<file path="src/rtl/region_read_pkg.sv">
`default_nettype none

package region_read_pkg;

    // data path widths.
    localparam int DATA_W        = 32;
    localparam int PROPS_W       = 128;
    localparam int DESC_PER_LINE = 4;
    localparam int ITER_W        = 16;

    // store geometry, region addresses wrap at 256.
    localparam int STORE_AW = 8;
    localparam int FIFO_AW  = 4;

    // output queue sizing.
    localparam int OUTQ_DEPTH  = 16;
    localparam int OUTQ_MARGIN = 3;

    // command word layout, shared with the descriptor words.
    localparam int CMD_OFFSET_LSB = 0;
    localparam int CMD_OFFSET_MSB = 13;
    localparam int CMD_USE_PROPS  = 14;
    localparam int CMD_KEEP_COUNT = 15;
    localparam int CMD_LENGTH_LSB = 16;
    localparam int CMD_LENGTH_MSB = 29;
    localparam int CMD_SOURCE_LSB = 30;
    localparam int CMD_SOURCE_MSB = 31;
    localparam int FIELD_W        = CMD_OFFSET_MSB - CMD_OFFSET_LSB + 1;

    typedef enum logic [1:0]
    {
        SRC_NONE = 2'd0,
        SRC_BRAM = 2'd1,
        SRC_FIFO = 2'd2,
        SRC_BOTH = 2'd3
    } read_source_e;

    typedef enum logic [2:0]
    {
        ST_IDLE,
        ST_BRAM_READ,
        ST_FIFO_READ,
        ST_FETCH_PROPS,
        ST_RECEIVE_PROPS,
        ST_READ_WITH_PROPS
    } reader_state_e;

endpackage

`default_nettype wire

</file>
<file path="src/rtl/read_config_regs.sv">
`timescale 1ns/100ps
`default_nettype none

module read_config_regs
    import region_read_pkg::*;
(
    input  logic                 clk,
    input  logic                 reset,
    input  logic                 cmd_valid,
    input  logic [DATA_W-1:0]    cmd_word,
    input  logic [ITER_W-1:0]    cmd_iterations,
    input  logic                 busy,
    input  logic                 op_done,
    output logic                 cmd_ready,
    output logic                 op_start,
    output read_source_e         cfg_source,
    output logic [FIELD_W-1:0]   cfg_offset,
    output logic [FIELD_W-1:0]   cfg_length,
    output logic                 cfg_use_props,
    output logic                 cfg_keep_count,
    output logic [ITER_W-1:0]    cfg_iterations,
    output logic [7:0]           ops_done
);
    logic start_pending;
    logic accept;

    // one command at a time, only while the reader sits idle.
    assign cmd_ready = !busy && !start_pending;
    assign accept    = cmd_valid && cmd_ready;
    assign op_start  = start_pending;

    always_ff @(posedge clk)
    begin
        if (reset)
        begin
            start_pending <= 1'b0;
            ops_done      <= 8'd0;
        end
        else
        begin
            start_pending <= accept;
            if (op_done)
            begin
                ops_done <= ops_done + 8'd1;
            end
        end
    end

    // decoded fields stay stable for the whole operation.
    always_ff @(posedge clk)
    begin
        if (accept)
        begin
            cfg_source     <= read_source_e'(cmd_word[CMD_SOURCE_MSB:CMD_SOURCE_LSB]);
            cfg_offset     <= cmd_word[CMD_OFFSET_MSB:CMD_OFFSET_LSB];
            cfg_length     <= cmd_word[CMD_LENGTH_MSB:CMD_LENGTH_LSB];
            cfg_use_props  <= cmd_word[CMD_USE_PROPS];
            cfg_keep_count <= cmd_word[CMD_KEEP_COUNT];
            cfg_iterations <= cmd_iterations;
        end
    end

    // a start must never overlap a running operation.
    a_start_not_busy : assert property (@(posedge clk) disable iff (reset)
        op_start |-> !busy);

endmodule

`default_nettype wire

</file>
<file path="config.mk">
export PLATFORM = sky130hd
export DESIGN_NAME = read_config_regs
export DESIGN_NICKNAME = d
export VERILOG_FILES = /design/src/rtl/region_read_pkg.sv /design/src/rtl/read_config_regs.sv
export SDC_FILE = /design/constraint.sdc
export NUM_CORES = 1
export LEC_CHECK = 0
export ABC_CLOCK_PERIOD_IN_PS = 2700
export CORE_MARGIN = 2
export CORE_UTILIZATION = 25
export CTS_CLUSTER_SIZE = 40
export DETAILED_ROUTE_END_ITERATION = 7
export DONT_BUFFER_PORTS = 1
export RECOVER_POWER = 100
export REMOVE_ABC_BUFFERS = 1
export SYNTH_ARGS = -nofsm -noshare
export SYNTH_HDL_FRONTEND = slang
export SYNTH_SLANG_ARGS = --single-unit
</file>
<file path="constraint.sdc">
create_clock -name clk -period 2.7 [get_ports clk]
set_input_delay 0.27 -clock clk [delete_from_list [all_inputs] [get_ports clk]]
set_output_delay 0.27 -clock clk [all_outputs]
set_load 0.02 [all_outputs]
</file>
---- Word-level counts from Yosys, hierarchy flattened ----
Cells that the tools add are included.
cells by class
  reduce and logical (&&, ||, !) cells .... 4
  add/subtract/negate cells ............... 1
operator list
  kind                                          number
  adder 8 x 1 -> 8 bit (second input constant)  1
  logical AND 1 bit                             2
  zero test 1 bit                               2
word-level totals
  word-level logic and storage cells ...... 13
  flip-flop bits (word level) ............. 57

---- Logic depth before layout (Yosys ltp) ----
  depth after elaboration ................. 3
  mapped depth ............................ 4
  gate-level depth less buffers ........... 4

---- Worst setup path after synthesis ----
No wires, ideal clock.
  path type ............................... flip-flop to flip-flop
  from .................................... reg start_pending, in the netlist op_start
  to ...................................... reg cfg_iterations[0], enable pin
  path slack .............................. 0.340 ns
  data required time ...................... 2.289 ns
  cell stages (with the launch flop) ...... 3
  clock period less this slack ............ 2.360 ns
  arrival time ............................ 1.950 ns
  setup time .............................. 0.411 ns
  path through ............................ dfxtp_1 > nor2_1 > and2_1
between the ends
  cells in the longest elaborated chain, start to end .. 3
RTL lines
  what                      line                    source
  start: declaration        read_config_regs.sv:24  logic start_pending;
  start signal: assignment  read_config_regs.sv:41  start_pending <= accept;
  zero test 1 bit           read_config_regs.sv:28  assign cmd_ready = !busy && !start_pending;
  logical AND 1 bit         read_config_regs.sv:28
  named net cmd_ready       read_config_regs.sv:14  output logic cmd_ready,
  logical AND 1 bit         read_config_regs.sv:29  assign accept = cmd_valid && cmd_ready;
  named net accept          read_config_regs.sv:25  logic accept;
  end signal: assignment    read_config_regs.sv:59  cfg_iterations <= cmd_iterations;
  end: declaration          read_config_regs.sv:21  output logic [ITER_W-1:0] cfg_iterations,
The timed path passes the listed nets, and every way through them passes these cells.
A chain may end at the register's enable or synchronous reset.

---- Worst setup path after layout ----
  from .................................... reg start_pending, in the netlist op_start
  to ...................................... reg cfg_length[6], enable pin
between the ends
  cells in the longest elaborated chain, start to end .. 3
RTL lines
  what                    line                    source
  zero test 1 bit         read_config_regs.sv:28
  logical AND 1 bit       read_config_regs.sv:28
  named net cmd_ready     read_config_regs.sv:14
  logical AND 1 bit       read_config_regs.sv:29
  named net accept        read_config_regs.sv:25
  end signal: assignment  read_config_regs.sv:56  cfg_length <= cmd_word[CMD_LENGTH_MSB:CMD_LENGTH_LSB];
  end: declaration        read_config_regs.sv:18  output logic [FIELD_W-1:0] cfg_length,
The timed path passes the listed nets, and every way through them passes these cells.

==> metrics <==
Max Clk Rate 0.549 GHz; # setup viols final 0; Hold Crit Class input pin to flop; worst vdd ir 171 µV; Seq/Total Area, Yosys 89.3%; largest net degree at the start of global routing 50; aggregate global-route resource usage 8.63%; DRC 0; Ports 111; measured slew at the worst slew-check pin 0.576 ns; Final GP Congestion 0.721; Final Skew 0.00817 ns; status completed; final hold slack 0.0310 ns; vias post-DR 839; Final min period 1.82 ns; largest cells by area after synthesis edfxtp_1, dfxtp_1, xor2_1; fin nets 154; Synth area leader edfxtp_1; startpoint types flop; post-route setup TNS 0 ns; grt ovf 0; Via density 4.11; clock root buffer master clkbuf_8; critical path, cell by cell nor2_1, and2_2, buf_4; Distinct cells, synth 18; antenna violations before repair 0; TritonCTS Buffers 9; top-area cell type share of the netlist area 79.3%; CP max FO 49; post-layout util 29.5%; Relative slew margins 61.6%; Reg2Reg Depth 3; max cap viols 0; post-DR wirelength/cell 17.7 µm; row count 31; Die Height 89.2 µm; period utilization 67.4%; r2r startpoint op_start; CP bufs+invs 1; clk_lat worst skew 0.33 ns; Power Density 819 mW/mm²; final slew viol count 0; Worst EP arrival 1.78 ns; Port Buffers 0; Hold EP cfg_iterations[8]; Hold Crit Depth 0; Hold Vio Cnt, Final 0; core area 0.00714 mm²; fin cells 204; DRT iter0 DRCs 21; critical path class flop to flop; Die Area 0.00796 mm²; Seq cells post-synth 57; vias in the first global route 774; # diodes 0; Critical Path RT 2.66 ns; share of cells above drive strength 1 16.2%; Reg2Reg Setup Slack 0.88 ns; Clock Tree Buf Depth 2; Clock Sinks 57; static leakage 0.666 nW; antenna viol nets, final 0; placed instance area 0.00194 mm²; RSZ-0062 raised after global routing no; Worst path slowest cell buf_4; placed cells 187; Reg clk slew, reported paths 0.06 ns; post-detail-place hpwl 2720 µm; TritonCTS clock tree yes; YS warnings 0; Crit. End Element flop; delay-heaviest family, CP simple AND/OR/NAND/NOR gates; Finished Cell Area 0.00210 mm²; DRT Wirelength 3610 µm; FF-to-FF End cfg_length[6]; Hold Crit Start cmd_iterations[8]; slowest stage delay, CP 0.47 ns; # H-tree levels 3; starting density of the core 25.5%; area delta synth->final 15.8%; Post-Syn Instances 89; die width 89.2 µm; TritonRoute pass-1 iters 3; Netlist Area Pre-Place 0.00182 mm²; Mean Syn Cell Area 20.4 µm²; first-pass GRT wire length 4550 µm
## cells by family after synthesis
kind of cell               Yosys count  synth area share, %
DFF                                 57                 89.3
muxes                                1                0.551
xor gates and xnor gates             4                 1.93
buffers and inverters                2                0.620
AOI/OAI and AO/OA                    6                 1.65
and+or+nand+nor                     18                 5.30
adders and majority gates            1                0.689
## worst max path at each step
stage,cells past startpoint,end,slack [ns],startpoint
2_1_floorplan,2,cfg_iterations[0],0.34,op_start
3_3_place_gp,3,cfg_offset[11],0.90,op_start
3_5_place_dp,3,cfg_offset[8],0.87,op_start
4_1_cts,3,cfg_iterations[4],0.86,op_start
5_1_grt,3,cfg_keep_count,0.73,op_start
6_report,3,cfg_length[6],0.88,op_start
## layout make-up
type	instances	area, µm²
multi-input cells	30	179
clock buffers	10	128
fillers	714	5030
well taps	99	124
repair buffers	2	17.5
clock inverters	6	35.0
flip-flops and latches	57	1620
## flip-flops by register name (all words and copies together) (netlist names)
name / count
cfg_iterations: 16
cfg_keep_count: 1
cfg_length: 14
cfg_offset: 14
cfg_source: 2
cfg_use_props: 1
op_start: 1
ops_done: 8
## repair_timing
action	in CTS	in global routing
hold endpoints to repair	9	0
setup buffers	0	0
setup endpoints to repair	0	0
hold buffers	1	0
resized for setup	0	0
## routing by layer
layer	routed length (µm)	vias up	part of all wire, %	global-route usage [%]
li1	-	358	-	-
met1	1330	388	37	6.95
met2	1680	82	47	13.5
met3	497	11	14	6.56
met4	106	0	2.9	7.73
met5	0	-	0	0
## power breakdown
group          switching [W]  total (W)  internal (W)
Combinational      0.0000208  0.0000283    0.00000758
Sequential         0.0000587    0.00106      0.000999
Clock               0.000313   0.000638      0.000325
Total               0.000393    0.00172       0.00133
## metrics by stage
step                      power, W  setup WS (ns)
after global placement     0.00110          0.904
after detailed placement   0.00110          0.875
after CTS                  0.00176          0.857
after global routing       0.00181          0.735
final                      0.00172          0.879
after floorplan            0.00109          0.340
## Yosys cell counts, drive strengths merged
library cell / n
xor2: 3
or3: 3
clkbuf: 1
nand3: 2
edfxtp: 48
xnor2: 1
nand4: 3
mux2i: 1
nand2: 2
buf: 1
a21oi: 3
o21ai: 3
nor2b: 1
dfxtp: 9
ha: 1
and2: 1
nor2: 6
## cell usage in the layout (no fill, tap or decap)
cell           Yosys  routed
o21ai_0            3       3
ha_1               1       1
edfxtp_1          48      48
xor2_1             3       3
nor2b_1            1       1
nand4_1            2       3
clkinvlp_4         0       2
xnor2_1            1       1
dlygate4sd3_1      0       1
dfxtp_1            9       9
mux2i_1            1       1
and2_2             0       1
clkbuf_8           0       9
clkbuf_1           1       1
clkinv_2           0       4
buf_4              1       1
a21oi_1            3       3
nor2_1             6       6
nand3_1            2       2
or3_1              3       3
nand2_1            2       2
No activity file was read; power rests on OpenSTA's default activity.
