### src/rtl/region_read_pkg.sv
`default_nettype none

package region_read_pkg;

    // data path widths.
    localparam int DATA_W        = 32;
    localparam int PROPS_W       = 128;
    localparam int DESC_PER_LINE = 4;
    localparam int ITER_W        = 16;

    // store geometry, region addresses wrap at 256.
    localparam int STORE_AW = 8;
    localparam int FIFO_AW  = 4;

    // output queue sizing.
    localparam int OUTQ_DEPTH  = 16;
    localparam int OUTQ_MARGIN = 3;

    // command word layout, shared with the descriptor words.
    localparam int CMD_OFFSET_LSB = 0;
    localparam int CMD_OFFSET_MSB = 13;
    localparam int CMD_USE_PROPS  = 14;
    localparam int CMD_KEEP_COUNT = 15;
    localparam int CMD_LENGTH_LSB = 16;
    localparam int CMD_LENGTH_MSB = 29;
    localparam int CMD_SOURCE_LSB = 30;
    localparam int CMD_SOURCE_MSB = 31;
    localparam int FIELD_W        = CMD_OFFSET_MSB - CMD_OFFSET_LSB + 1;

    typedef enum logic [1:0]
    {
        SRC_NONE = 2'd0,
        SRC_BRAM = 2'd1,
        SRC_FIFO = 2'd2,
        SRC_BOTH = 2'd3
    } read_source_e;

    typedef enum logic [2:0]
    {
        ST_IDLE,
        ST_BRAM_READ,
        ST_FIFO_READ,
        ST_FETCH_PROPS,
        ST_RECEIVE_PROPS,
        ST_READ_WITH_PROPS
    } reader_state_e;

endpackage

`default_nettype wire

### src/rtl/output_queue.sv
`timescale 1ns/100ps
`default_nettype none

module output_queue
    import region_read_pkg::*;
(
    input  logic                 clk,
    input  logic                 reset,
    input  logic                 push,
    input  logic [DATA_W-1:0]    push_data,
    input  logic                 out_ready,
    output logic                 almost_full,
    output logic                 out_valid,
    output logic [DATA_W-1:0]    out_data
);
    localparam int QAW = $clog2(OUTQ_DEPTH);

    logic [DATA_W-1:0] slots [0:OUTQ_DEPTH-1];
    logic [QAW-1:0]    wr_ptr;
    logic [QAW-1:0]    rd_ptr;
    logic [QAW:0]      count;
    logic              full;
    logic              pop;
    logic              write;

    assign full      = (count == (QAW+1)'(OUTQ_DEPTH));
    assign out_valid = (count != '0);
    assign out_data  = slots[rd_ptr];
    assign pop       = out_valid && out_ready;
    assign write     = push && !full;

    // leaves room for the words still in flight.
    assign almost_full = (count >= (QAW+1)'(OUTQ_DEPTH - OUTQ_MARGIN));

    always_ff @(posedge clk)
    begin
        if (write)
        begin
            slots[wr_ptr] <= push_data;
        end
    end

    always_ff @(posedge clk)
    begin
        if (reset)
        begin
            wr_ptr <= '0;
            rd_ptr <= '0;
            count  <= '0;
        end
        else
        begin
            wr_ptr <= wr_ptr + write;
            rd_ptr <= rd_ptr + pop;
            count  <= count + write - pop;
        end
    end

    a_no_push_full : assert property (@(posedge clk) disable iff (reset)
        push |-> !full);

endmodule

`default_nettype wire

### config.mk
export PLATFORM = sky130hd
export DESIGN_NAME = output_queue
export DESIGN_NICKNAME = d
export VERILOG_FILES = /design/src/rtl/region_read_pkg.sv /design/src/rtl/output_queue.sv
export SDC_FILE = /design/constraint.sdc
export NUM_CORES = 1
export LEC_CHECK = 0
export BUFFER_PORTS_ARGS = -buffer_cell sky130_fd_sc_hd__buf_2
export CORE_UTILIZATION = 60
export CTS_CLUSTER_DIAMETER = 30
export DETAILED_ROUTE_END_ITERATION = 7
export PLACE_DENSITY = 0.89
export SLEW_MARGIN = 20
export SYNTH_ARGS = -nofsm -noshare
export SYNTH_HDL_FRONTEND = slang
export SYNTH_SLANG_ARGS = --single-unit
### constraint.sdc
create_clock -name clk -period 5.1 [get_ports clk]
set_clock_uncertainty 0.1 [all_clocks]
set_input_delay 0.51 -clock clk [delete_from_list [all_inputs] [get_ports clk]]
set_output_delay 0.51 -clock clk [all_outputs]
set_load 0.01 [all_outputs]
# Word-level counts from Yosys, hierarchy flattened
# Memory sizes are Yosys's and may differ from the RTL's. A register that Yosys moved wholly into a read port is not among the register bits.
# Index checks and enable logic that the tools add are counted.
dict set report totals {
  wordCells 17
  regBits 13
  mem_count 1
  in_bits 36
  mem_bits_rw 512
}
# name words width rd rd_clocked_by_memory_dff wr line_no
set memory_table {}
lappend memory_table {slots 16 32 1 1 1 output_queue.sv:18} ;# logic [DATA_W-1:0] slots [0:OUTQ_DEPTH-1];
dict set report classes {
  n_reduce_logical 4
  n_lt_le_gt_ge 1
  n_eq_ne 1
  add_sub_neg 4
  mux 3
}
# cell count
set op_table {}
lappend op_table {{adder 4 x 1 -> 4 bit} 2}
lappend op_table {{adder 5 x 1 -> 5 bit} 1}
lappend op_table {{== test 5 bit (second input constant)} 1}
lappend op_table {{greater-or-equal comparator 5 x 4 -> 1 bit (second input constant)} 1}
lappend op_table {{nonzero test 5 bit} 1}
lappend op_table {{subtractor 5 x 1 -> 5 bit} 1}
lappend op_table {{two-way mux 4 bit} 1}
lappend op_table {{logical AND 1 bit} 2}
lappend op_table {{two-way mux 1 bit} 2}
lappend op_table {{zero test 1 bit} 1}

# Longest topological paths before layout
# Gate-level depths: netlist of the first run.
dict set report logic_depth {
  depth_word 5
  depth_mapped 12
}

# Worst setup path after synthesis of the first run
# No wires, ideal clock.
dict set report synth_path {
  path_kind {flip-flop to flip-flop}
  from {register count[2]}
  to {memory slots[0][0], enable pin}
  t_arrival_ps 3639
  slack_ps 899
  synth_period_minus_slack_ps 4201
  path_stages_with_launch 6
  path_cell_list {dfxtp_1 > inv_1 > ha_1 > a31oi_2 > or3b_2 > nor3_1}
}
dict set report synth_between {
  elab_chain_cells 5
}
# element line_no
set synth_rtl {}
lappend synth_rtl {{from (decl)} output_queue.sv:21} ;# logic [QAW:0] count;
lappend synth_rtl {{from (signal assigned)} output_queue.sv:55} ;# count <= count + write - pop;
lappend synth_rtl {{== test 5 bit} output_queue.sv:26} ;# assign full = (count == (QAW+1)'(OUTQ_DEPTH));
lappend synth_rtl {{zero test 1 bit} output_queue.sv:30} ;# assign write = push && !full;
lappend synth_rtl {{logical AND 1 bit} output_queue.sv:30}
lappend synth_rtl {{two-way mux 1 bit} output_queue.sv:37} ;# if (write)
lappend synth_rtl {{two-way mux 1 bit (implied by the code)} output_queue.sv:39} ;# slots[wr_ptr] <= push_data;
lappend synth_rtl {{to (decl)} output_queue.sv:18}
# Every way passes these cells.

==> impl_results.md, run 1 <==
* Post-Place Setup Slack at ~1.9 ns
* Fmax at 267 MHz
* Area taken by multi-input logic gates at a little over 4000 um2
* Total power at between 0.01 and 0.015 W
* Max-cap violations at 0
* Crit path max fanout at 43
* Asr flop ratio synth at 0
* Setup Viol. Count Final at 0
* Layout cells sized above 1 at 0.360
* Pin count of the biggest net entering global routing at 73
* Vias in the first global route at between 10,000 and 15,000
* PwrDens at 548 nW/um2
* Post-CTS Setup Bufs at 0
* Area leader, netlist: edfxtp_1
* Ys flop type: edfxtp_1
* Core ar. at 32,600 um2
* Min Clock Period, post-route at between 3 and 4 ns
* VDD IR max at just under 0.3 mV
* Wire length per cell at 34.3 um
* Initial Util at 0.610
* Setup CP Type: flop to primary output
* Setup TNS at 0 ns
* EDFF count, synth at approximately 510
* Synth Area per Inst at between 20 and 25 um2
* Run status: finished clean
* Clk sinks at between 500 and 600
* Leakage at approximately 8 nW
* Total track usage at 0.306
* Most frequent cell after synthesis: edfxtp_1
* Critical Path Source: rd_ptr[0]
* Unrepaired setup endpoints after global routing: false
* Final WL at ~52,000 um
* Register-to-Register Path Depth at 6
* Die height at 184 um
* Synthesis warning total at 0
* Area grow syn2layout at 20.4%
* Mapped cell area at between 15,000 and 20,000 um2
* Skew-Pair Late Insertion Delay at 0.57 ns
* I/O pin cnt at 70
* Clock buffer depth at 3
* Routed vias at ~11,000
* Hold Path Depth at 1
* Drt pass-1 iters at 7
* Width of the die at about 180 um
* Slew at the pin with the worst max-slew slack at between 1 and 1.5 ns
* Reg clk slew, reported paths at 0.06 ns
* Worst slew margin at 0.246
* Post-synthesis net count at between 900 and 1,000
* Cts bufs inserted at 86
* Resize count post-CTS at 0
* Seq. cell area at approximately 16,000 um2
* Floorplan row count at 66
* Final Hold Viols at 0
* DRC Markers at 0
* Synth Instances at ~900
* Critical Path Source Type: flop
* Min setup slack post-route at between 1 and 1.5 ns
* CTS tree: done
* Hold path startpoint: push_data[19]
* Initial DRC Count at ~1,400
* CTS Hold Buffers Added at 0
* Share of the synthesized area in the top cell type at 0.773
* CTS root buffer: clkbuf_16
* CP arrival at 3.13 ns
* Port-buffer cells at slightly below 70
* Worst Hold Class: primary input to flop
* # fillers at 1,669
* Final Core Density at 0.735
* Initial antenna violation count at 3
* Final ANT Viol Nets at 0
* Top cells by area, synth: edfxtp_1 77%, mux4_2 14%, a22oi_1 2.5%
* Reg-to-reg startpoint: count[2]
* Fin nets at between 1,000 and 1,500
* Post-Place Cells at between 1,000 and 1,500
* Sequential-to-total area share from yosys stat at 0.786
* Crit. End Element: primary output
* Final period util at 0.734
* Worst endpoint required time at roughly 4.5 ns
* Final instance count without filler cells at ~1,500
* Synth cell count leaders: 512 x edfxtp_1, 128 x mux4_2, 65 x a22oi_1
* Unique cell type count in the Yosys netlist at 27
* H-Tree Depth at 3
* Routed vias/inst at ~6.9
* Synth Register Bits at 525
* RD Place Congestion at between 0.7 and 0.8
* Die Area at approximately 34,000 um2
* Global-route wire length before repair at a little over 70,000 um
* DPL Wire Length at 22,400 um
* Max Slew Vio Count at 0
* GRT overflow at 0
[worst paths after layout]
kind                   endpoint  slack [ns]
setup / recovery   out_data[12]        1.36
hold reg to reg       wr_ptr[3]        0.56
setup reg to reg   slots[1][13]        1.87
hold / removal    slots[14][19]        0.19
[report_power, final]
part	total (W)	internal (W)	switching, W
clock network	0.00604	0.00379	0.00225
registers	0.00512	0.00490	0.000222
logic	0.00197	0.000998	0.000972
[stage by stage]
step | hold WS, ns | area (um2)
global placement | 0.472 | 20900
floorplan | 0.428 | 19900
finish | 0.189 | 24000
global route | 0.182 | 24000
CTS | 0.172 | 23900
detailed placement | 0.492 | 20900
[final cells by class]
class                      instances  area share
inverter                           9     0.00141
clock buffer                      96      0.0922
multi-input combinational        299       0.173
sequential                       525       0.653
clock inverter                    60      0.0317
tap                              442      0.0231
timing repair buffer              93      0.0255
antenna                            3    0.000313
[sequential cells by signal (all words and copies together), names as in the netlist]
signal and flops:
rd_ptr 4, wr_ptr 4, count 5, slots 512
[cells in the final DEF (no fill, tap or decap), drive strengths merged]
cell type,netlist,routed
a31oi,1,1
clkinvlp,0,7
nand2,33,33
or3b,1,1
a21oi,3,3
and2,2,2
a22oi,65,65
ha,14,14
dfxtp,13,13
clkinv,0,28
bufinv,0,12
nor2b,8,8
inv,9,22
buf,25,93
diode,0,3
nor2,21,21
nand3,4,4
o21ai,1,1
xnor2,5,5
nand2b,2,2
xor2,2,2
a21o,1,1
mux4,128,128
nand3b,2,2
o21bai,1,1
fa,1,1
edfxtp,512,512
nor3,4,4
clkbuf,20,96
[logic make-up (layout without fill, tap and decap cells)]
| kind of cell | count (synthesis) | in the layout | share of synthesized area |
|---|---|---|---|
| muxes | 128 | 128 | 0.145 |
| buffers and inverters | 54 | 258 | 0.0126 |
| other | 0 | 3 | 0 |
| and+or+nand+nor | 77 | 77 | 0.0172 |
| AOI/OAI and AO/OA | 72 | 72 | 0.0269 |
| adders and majority gates | 15 | 15 | 0.00981 |
| xor gates and xnor gates | 7 | 7 | 0.00308 |
| DFF | 525 | 525 | 0.786 |
[per-layer routing]
| metal | vias up | part of all wire | track usage |
|---|---|---|---|
| li1 | 4016 | - | - |
| met1 | 5548 | 0.34 | 0.376 |
| met2 | 839 | 0.53 | 0.522 |
| met3 | 138 | 0.090 | 0.0573 |
| met4 | 0 | 0.045 | 0.160 |
| met5 | - | 0 | 0 |
[worst max-delay path, cell delays in order, from the launching register on]
cell	delay, ns
dfxtp_4	0.90
buf_12	0.43
mux4_2	0.62
a22oi_1	0.23
nand2_1	0.16
buf_2	0.18
Note: power is estimated with default switching activity, not from simulation.
==> run 2: changes to the inputs <==
--- a/config.mk
+++ b/config.mk
@@ -6,10 +6,10 @@
 export NUM_CORES = 1
 export LEC_CHECK = 0
 export BUFFER_PORTS_ARGS = -buffer_cell sky130_fd_sc_hd__buf_2
-export CORE_UTILIZATION = 60
+export CORE_UTILIZATION = 55
 export CTS_CLUSTER_DIAMETER = 30
 export DETAILED_ROUTE_END_ITERATION = 7
-export PLACE_DENSITY = 0.89
+export PLACE_DENSITY = 0.86
 export SLEW_MARGIN = 20
 export SYNTH_ARGS = -nofsm -noshare
 export SYNTH_HDL_FRONTEND = slang
==> constraint.sdc (replaced) <==
create_clock -name clk -period 3.2 [get_ports clk]
set_clock_uncertainty 0.1 [all_clocks]
set_input_delay 0.32 -clock clk [delete_from_list [all_inputs] [get_ports clk]]
set_output_delay 0.32 -clock clk [all_outputs]
set_load 0.01 [all_outputs]
==> impl_results.md, run 2 (same netlist as run 1, synthesis figures left out) <==
* Run status: finished clean (unchanged)
* Clk sinks at 525 (unchanged)
* Floorplan row count at 69 (was 66)
* Critical Path Source Type: flop (unchanged)
* Reg-to-reg startpoint: count[2] (unchanged)
* Setup TNS at 0 ns (unchanged)
* Worst Hold Class: primary input to flop (unchanged)
* Area grow syn2layout at 21.7% (was 20.4%)
* CP arrival at 2.60 ns (was 3.13 ns)
* Setup CP Type: flop to primary output (unchanged)
* Die height at 192 um (was 184 um)
* Regs by FF count: slots: 512 flops, count: 5 flops (unchanged)
* DP Area at 21,200 um2 (was 20,900 um2)
* Slowest CP cell: dfxtp_4 (unchanged)
* Reg2reg end: slots[0][14] (was slots[1][13])
* H-Tree Depth at 3 (unchanged)
* PwrDens at 848 nW/um2 (was 548 nW/um2)
* Resize count post-CTS at 0 (unchanged)
* R2R Setup Slk at 0.28 ns (was 1.87 ns)
* Combinational power share at 0.163 (was 0.150)
* Max Slew Vio Count at 0 (unchanged)
* Most frequent cells in the layout: 512 x edfxtp_1, 128 x mux4_2, 84 x clkbuf_16, 69 x buf_2, 65 x a22oi_1 (was 512 x edfxtp_1, 128 x mux4_2, 86 x clkbuf_16, 69 x buf_2, 65 x a22oi_1)
* Routed vias/inst at 6.56 (was 6.90)
* Drt pass-1 iters at 7 (unchanged)
* I/O pin cnt at 70 (unchanged)
* Global-route wire length before repair at 70,000 um (was 71,800 um)
* Hold Path Depth at 1 (unchanged)
* Min Clock Period, post-route at 3.02 ns
* Switching Share at 0.252 (was 0.262)
* Pin count of the biggest net entering global routing at 59 (was 73)
* Post-CTS Setup Bufs at 0 (unchanged)
* Worst slew margin at 0.533 (was 0.246)
* Buf/Inv on CP at 2 (unchanged)
* Skew-Pair Late Insertion Delay at 0.59 ns (was 0.57 ns)
* Diode count at 0 (was 3)
* VDD IR max at 0.479 mV (was 0.296 mV)
* RD Place Congestion at 0.735 (was 0.722)
* Unrepaired setup endpoints after global routing: false (unchanged)
* DRC Markers at 0 (unchanged)
* Setup Viol. Count Final at 0 (unchanged)
* Slew at the pin with the worst max-slew slack at 0.700 ns (was 1.13 ns)
* Fmax at between 300 and 400 MHz
* DPL Wire Length at 23,500 um (was 22,400 um)
* Seq pwr share at 0.388 (was 0.390)
* Max stage delay on crit path at 0.61 ns (was 0.90 ns)
* Clock buffer depth at 3 (unchanged)
* Wire length per cell at 30.6 um (was 34.3 um)
* Die Area at 36,900 um2 (was 33,900 um2)
* Internal power of the cells at 0.0154 W (was 0.00968 W)
* Crit path max fanout at 46 (was 43)
* Vias in the first global route at 10,713 (was 11,001)
* Hold_ws at 0.0213 ns (was 0.189 ns)
* Width of the die at 192 um (was 184 um)
* Reg clk slew, reported paths at 0.05 ns (was 0.06 ns)
* Total track usage at 0.270 (was 0.306)
* Switching power at 0.00517 W (was 0.00344 W)
* CTS tree: done (unchanged)
* Worst endpoint required time at 2.78 ns (was 4.49 ns)
* Max-cap violations at 0 (unchanged)
* Register-to-Register Path Depth at 6 (unchanged)
* Clk pwr share at 0.448 (was 0.460)
* Max reg flops at 512 (unchanged)
* GRT overflow at 0 (unchanged)
* Crit. End Element: primary output (unchanged)
* Worst Setup EP: out_data[2] (was out_data[12])
* Top delay family on crit path: flip-flops (unchanged)
* Leakage at 7.82 nW (was 7.77 nW)
* Final period util at 0.943
* Layout cells sized above 1 at 0.360 (about the same)
* Routed vias at 10,259 (was 10,541)
* Final Core Density at 0.681 (was 0.735)
* Reg with most FFs: slots (unchanged)
* Worst path cell trace: buf_12, mux4_2, a22oi_1, nand2_1, buf_2 (unchanged)
* CTS root buffer: clkbuf_16 (unchanged)
* Port-buffer cells at 69 (unchanged)
* Worst path depth at 5 (unchanged)
* Cts bufs inserted at 82 (was 86)
* Final Hold Viols at 0 (unchanged)
* Final ANT Viol Nets at 0 (unchanged)
* Commonest non-fill, non-tap cell in the layout: edfxtp_1 (unchanged)
* Critical Path Source: rd_ptr[1] (was rd_ptr[0])
* CTS Hold Buffers Added at 11 (was 0)
* Post-route cell area at 24,200 um2 (was 24,000 um2)
* Final WL at 47,900 um (was 52,500 um)
* Initial DRC Count at 1,285 (was 1,355)
* Fin nets at 1,088 (was 1,065)
* Initial Util at 0.560 (was 0.610)
* Core ar. at 35,600 um2 (was 32,600 um2)
* Initial antenna violation count at 0 (was 3)
==> run 2: cell count changes in the layout (fill, tap and decap cells not counted), moves of 6 or more <==
cell	delta
clkinvlp_4	+7
dlygate4sd3_1	+11
buf_12	+11
inv_6	-7
buf_4	+8
clkinv_4	-6
==> run 2: worst min path at each step <==
stage,slack (ns),to,from
3_5_place_dp,0.51,wr_ptr[3],wr_ptr[3]
6_report,0.02,slots[8][17],push_data[17]
2_1_floorplan,0.29,rd_ptr[0],reset
5_1_grt,0.02,slots[14][15],push_data[15]
4_1_cts,0.0006,slots[9][13],push_data[13]
3_3_place_gp,0.47,wr_ptr[3],wr_ptr[3]
==> run 2: power groups by stage <==
stage,clock [W],sequential (W),combinational [W]
floorplan,0,0.00800,0.00239
global placement,0,0.00806,0.00319
detailed placement,0,0.00808,0.00327
CTS,0.00927,0.00797,0.00339
global route,0.00956,0.00798,0.00358
finish,0.00920,0.00797,0.00335
==> run 2: cell type report <==
| cell class | instances | area (um2) |
|---|---|---|
| sequential | 525 | 15600 |
| fill | 2000 | 11400 |
| multi-input combinational | 299 | 4180 |
| clock buffer | 93 | 2150 |
| timing repair buffer | 120 | 931 |
| clock inverter | 58 | 708 |
| tap | 461 | 577 |
| inverter | 9 | 33.8 |
==> run 2: routing by layer <==
layer  wire length, um  track usage  vias to the layer above
met5                 0            0                        -
met4              1560        0.118                        0
met3              4250       0.0492                      105
met2             24300        0.440                      701
met1             17800        0.361                     5398
li1                  -            -                     4055
==> run 2: stage by stage <==
stage                     setup slack, ns  power [W]  cells
after floorplan                    -0.149     0.0104    878
after detailed placement            0.407     0.0114   1403
final                               0.181     0.0205   1565
after global placement              0.481     0.0113   1403
after global routing               0.0939     0.0211   1565
after CTS                           0.158     0.0206   1565
==> run 3: changes to the inputs <==
--- a/config.mk
+++ b/config.mk
@@ -6,10 +6,10 @@
 export NUM_CORES = 1
 export LEC_CHECK = 0
 export BUFFER_PORTS_ARGS = -buffer_cell sky130_fd_sc_hd__buf_2
-export CORE_UTILIZATION = 55
+export CORE_UTILIZATION = 30
 export CTS_CLUSTER_DIAMETER = 30
 export DETAILED_ROUTE_END_ITERATION = 7
-export PLACE_DENSITY = 0.86
+export PLACE_DENSITY = 0.56
 export SLEW_MARGIN = 20
 export SYNTH_ARGS = -nofsm -noshare
 export SYNTH_HDL_FRONTEND = slang
==> constraint.sdc (replaced) <==
create_clock -name clk -period 3.45 [get_ports clk]
set_clock_uncertainty 0.1 [all_clocks]
set_input_delay 0.345 -clock clk [delete_from_list [all_inputs] [get_ports clk]]
set_output_delay 0.345 -clock clk [all_outputs]
set_load 0.01 [all_outputs]
==> impl_results.md, run 3 (same netlist as run 1, synthesis figures left out) <==
* Run status: finished clean (unchanged)
* Reg2reg end: count[4] (was slots[0][14])
* Slew at the pin with the worst max-slew slack at 0.775 ns (was 0.700 ns)
* VDD IR max at 0.584 mV (was 0.479 mV)
* Reg-to-reg startpoint: count[2] (unchanged)
* Worst path depth at 5 (unchanged)
* Worst path cell trace: buf_12, mux4_2, a22oi_1, nand2_1, buf_2 (unchanged)
* Area grow syn2layout at 25.9% (was 21.7%)
* Post-Place Cells at 1,804 (was 1,403)
* Max reg flops at 512 (unchanged)
* Worst Hold Class: primary input to flop (unchanged)
* Worst endpoint required time at 3.00 ns (was 2.78 ns)
* Critical Path Source: rd_ptr[0] (was rd_ptr[1])
* Cts bufs inserted at 97 (was 82)
* Setup CP Type: flop to primary output (unchanged)
* CTS Hold Buffers Added at 12 (was 11)
* Routed vias/inst at 4.73 (was 6.56)
* Area taken by multi-input logic gates at 4180 um2 (unchanged)
* DRC Markers at 0 (unchanged)
* I/O pin cnt at 70 (unchanged)
* Top delay family on crit path: multiplexers (was flip-flops)
* Global-route wire length before repair at 66,300 um (was 70,000 um)
* Die Area at 67,400 um2 (was 36,900 um2)
* DP Area at 21,700 um2 (was 21,200 um2)
* Clk sinks at 525 (unchanged)
* Resize count post-CTS at 0 (unchanged)
* Regs by FF count: slots: 512 flops, count: 5 flops (unchanged)
* Skew-Pair Late Insertion Delay at 0.59 ns (about the same)
* Final WL at 44,800 um (was 47,900 um)
* Fmax at approximately 320 MHz
* Initial antenna violation count at 3 (was 0)
* Final instance count without filler cells at 1,996 (was 1,565)
* Max Slew Vio Count at 0 (unchanged)
* Setup TNS at 0 ns (unchanged)
* GRT overflow at 0 (unchanged)
* Register-to-Register Path Depth at 12 (was 6)
* H-Tree Depth at 3 (unchanged)
* Critical Path Source Type: flop (unchanged)
* Width of the die at 260 um (was 192 um)
* Vias in the first global route at 10,164 (was 10,713)
* PwrDens at 780 nW/um2 (was 848 nW/um2)
* # fillers at 5,830 (was 2,000)
* Reg clk slew, reported paths at 0.05 ns (about the same)
* Min Clock Period, post-route at 3.14 ns
* Routed vias at 9,450 (was 10,259)
* Commonest non-fill, non-tap cell in the layout: edfxtp_1 (unchanged)
* Core ar. at 65,700 um2 (was 35,600 um2)
* Crit. End Element: primary output (unchanged)
* Clock buffer depth at 3 (unchanged)
* Die height at 260 um (was 192 um)
* Wire length per cell at 22.4 um (was 30.6 um)
* Worst Setup EP: out_data[14] (was out_data[2])
* Setup Viol. Count Final at 0 (unchanged)
* CTS tree: done (unchanged)
* Max stage delay on crit path at 0.55 ns (was 0.61 ns)
* CP arrival at 2.69 ns (was 2.60 ns)
* Pin count of the biggest net entering global routing at 90 (was 59)
* Final period util at 0.910
* Fin nets at 1,102 (was 1,088)
* Worst slew margin at 0.482 (was 0.533)
* CTS root buffer: clkbuf_16 (unchanged)
* Initial DRC Count at 667 (was 1,285)
* Max-cap violations at 0 (unchanged)
* Post-CTS Setup Bufs at 0 (unchanged)
* Reg with most FFs: slots (unchanged)
* Leakage at 8.01 nW (was 7.82 nW)
* Final Hold Viols at 0 (unchanged)
* Drt pass-1 iters at 7 (unchanged)
* DPL Wire Length at 24,400 um (was 23,500 um)
* Floorplan row count at 94 (was 69)
* Slowest CP cell: mux4_2 (was dfxtp_4)
* Seq. cell area at 15,600 um2 (unchanged)
* Port-buffer cells at 69 (unchanged)
* R2R Setup Slk at 0.66 ns (was 0.28 ns)
* Crit path max fanout at 40 (was 46)
* RD Place Congestion at 0.735 (about the same)
* Total track usage at 0.135 (was 0.270)
* Initial Util at 0.303 (was 0.560)
* Most frequent cells in the layout: 512 x edfxtp_1, 128 x mux4_2, 101 x clkbuf_16, 69 x buf_2, 65 x a22oi_1 (was 512 x edfxtp_1, 128 x mux4_2, 84 x clkbuf_16, 69 x buf_2, 65 x a22oi_1)
* Buf/Inv on CP at 2 (unchanged)
* Layout cells sized above 1 at 0.363 (was 0.360)
* Unrepaired setup endpoints after global routing: false (unchanged)
* Final ANT Viol Nets at 0 (unchanged)
* Post-route cell area at 25,100 um2 (was 24,200 um2)
* Total power at 0.0195 W (was 0.0205 W)
run 3: cell types whose count changed in the layout (fill, tap and decap cells not counted), moves of 2 or more:
| cell | before | now |
|---|---|---|
| clkinv_2 | 9 | 20 |
| clkinv_1 | 7 | 19 |
| bufinv_16 | 13 | 11 |
| clkbuf_16 | 84 | 101 |
| clkinv_4 | 7 | 2 |
| buf_12 | 14 | 12 |
run 3: per-layer routing:
metal / part of all wire / GRT usage / vias to the layer above
li1: - / - / 4096
met3: 0.055 / 0.0298 / 68
met1: 0.43 / 0.176 / 5013
met5: 0.00051 / 0 / -
met2: 0.50 / 0.221 / 269
met4: 0.019 / 0.0461 / 4
run 3: metrics by stage:
step | setup WS (ns) | util | hold WS (ns)
final | 0.311 | 0.381 | 0.0265
after detailed placement | 0.653 | 0.330 | 0.486
after global routing | 0.145 | 0.381 | 0.0155
after global placement | 0.663 | 0.330 | 0.465
after floorplan | 0.121 | - | 0.317
after CTS | 0.221 | 0.381 | 0.000575
run 3: worst min path at each step:
stage	start	endpoint	slack (ns)	cells after the start
2_1_floorplan	reset	rd_ptr[0]	0.32	1
3_3_place_gp	wr_ptr[3]	wr_ptr[3]	0.47	2
3_5_place_dp	wr_ptr[3]	wr_ptr[3]	0.49	2
4_1_cts	push_data[31]	slots[6][31]	0.0006	1
5_1_grt	push_data[8]	slots[9][8]	0.02	1
6_report	push_data[6]	slots[6][6]	0.03	1
run 3: cell type report:
type	instances	area share
Timing Repair Buffer	119	0.0360
Inverter	9	0.00135
Sequential cell	525	0.624
Antenna cell	1	0.0000999
Clock buffer	109	0.102
Clock inverter	70	0.0264
Tap cell	864	0.0431
Multi-Input combinational cell	299	0.167
run 3: report_power, final:
| part | internal (W) | leakage [nW] | switching [W] |
|---|---|---|---|
| logic | 0.00151 | 1.73 | 0.00153 |
| clock network | 0.00611 | 1.55 | 0.00304 |
| registers | 0.00725 | 4.73 | 0.000115 |
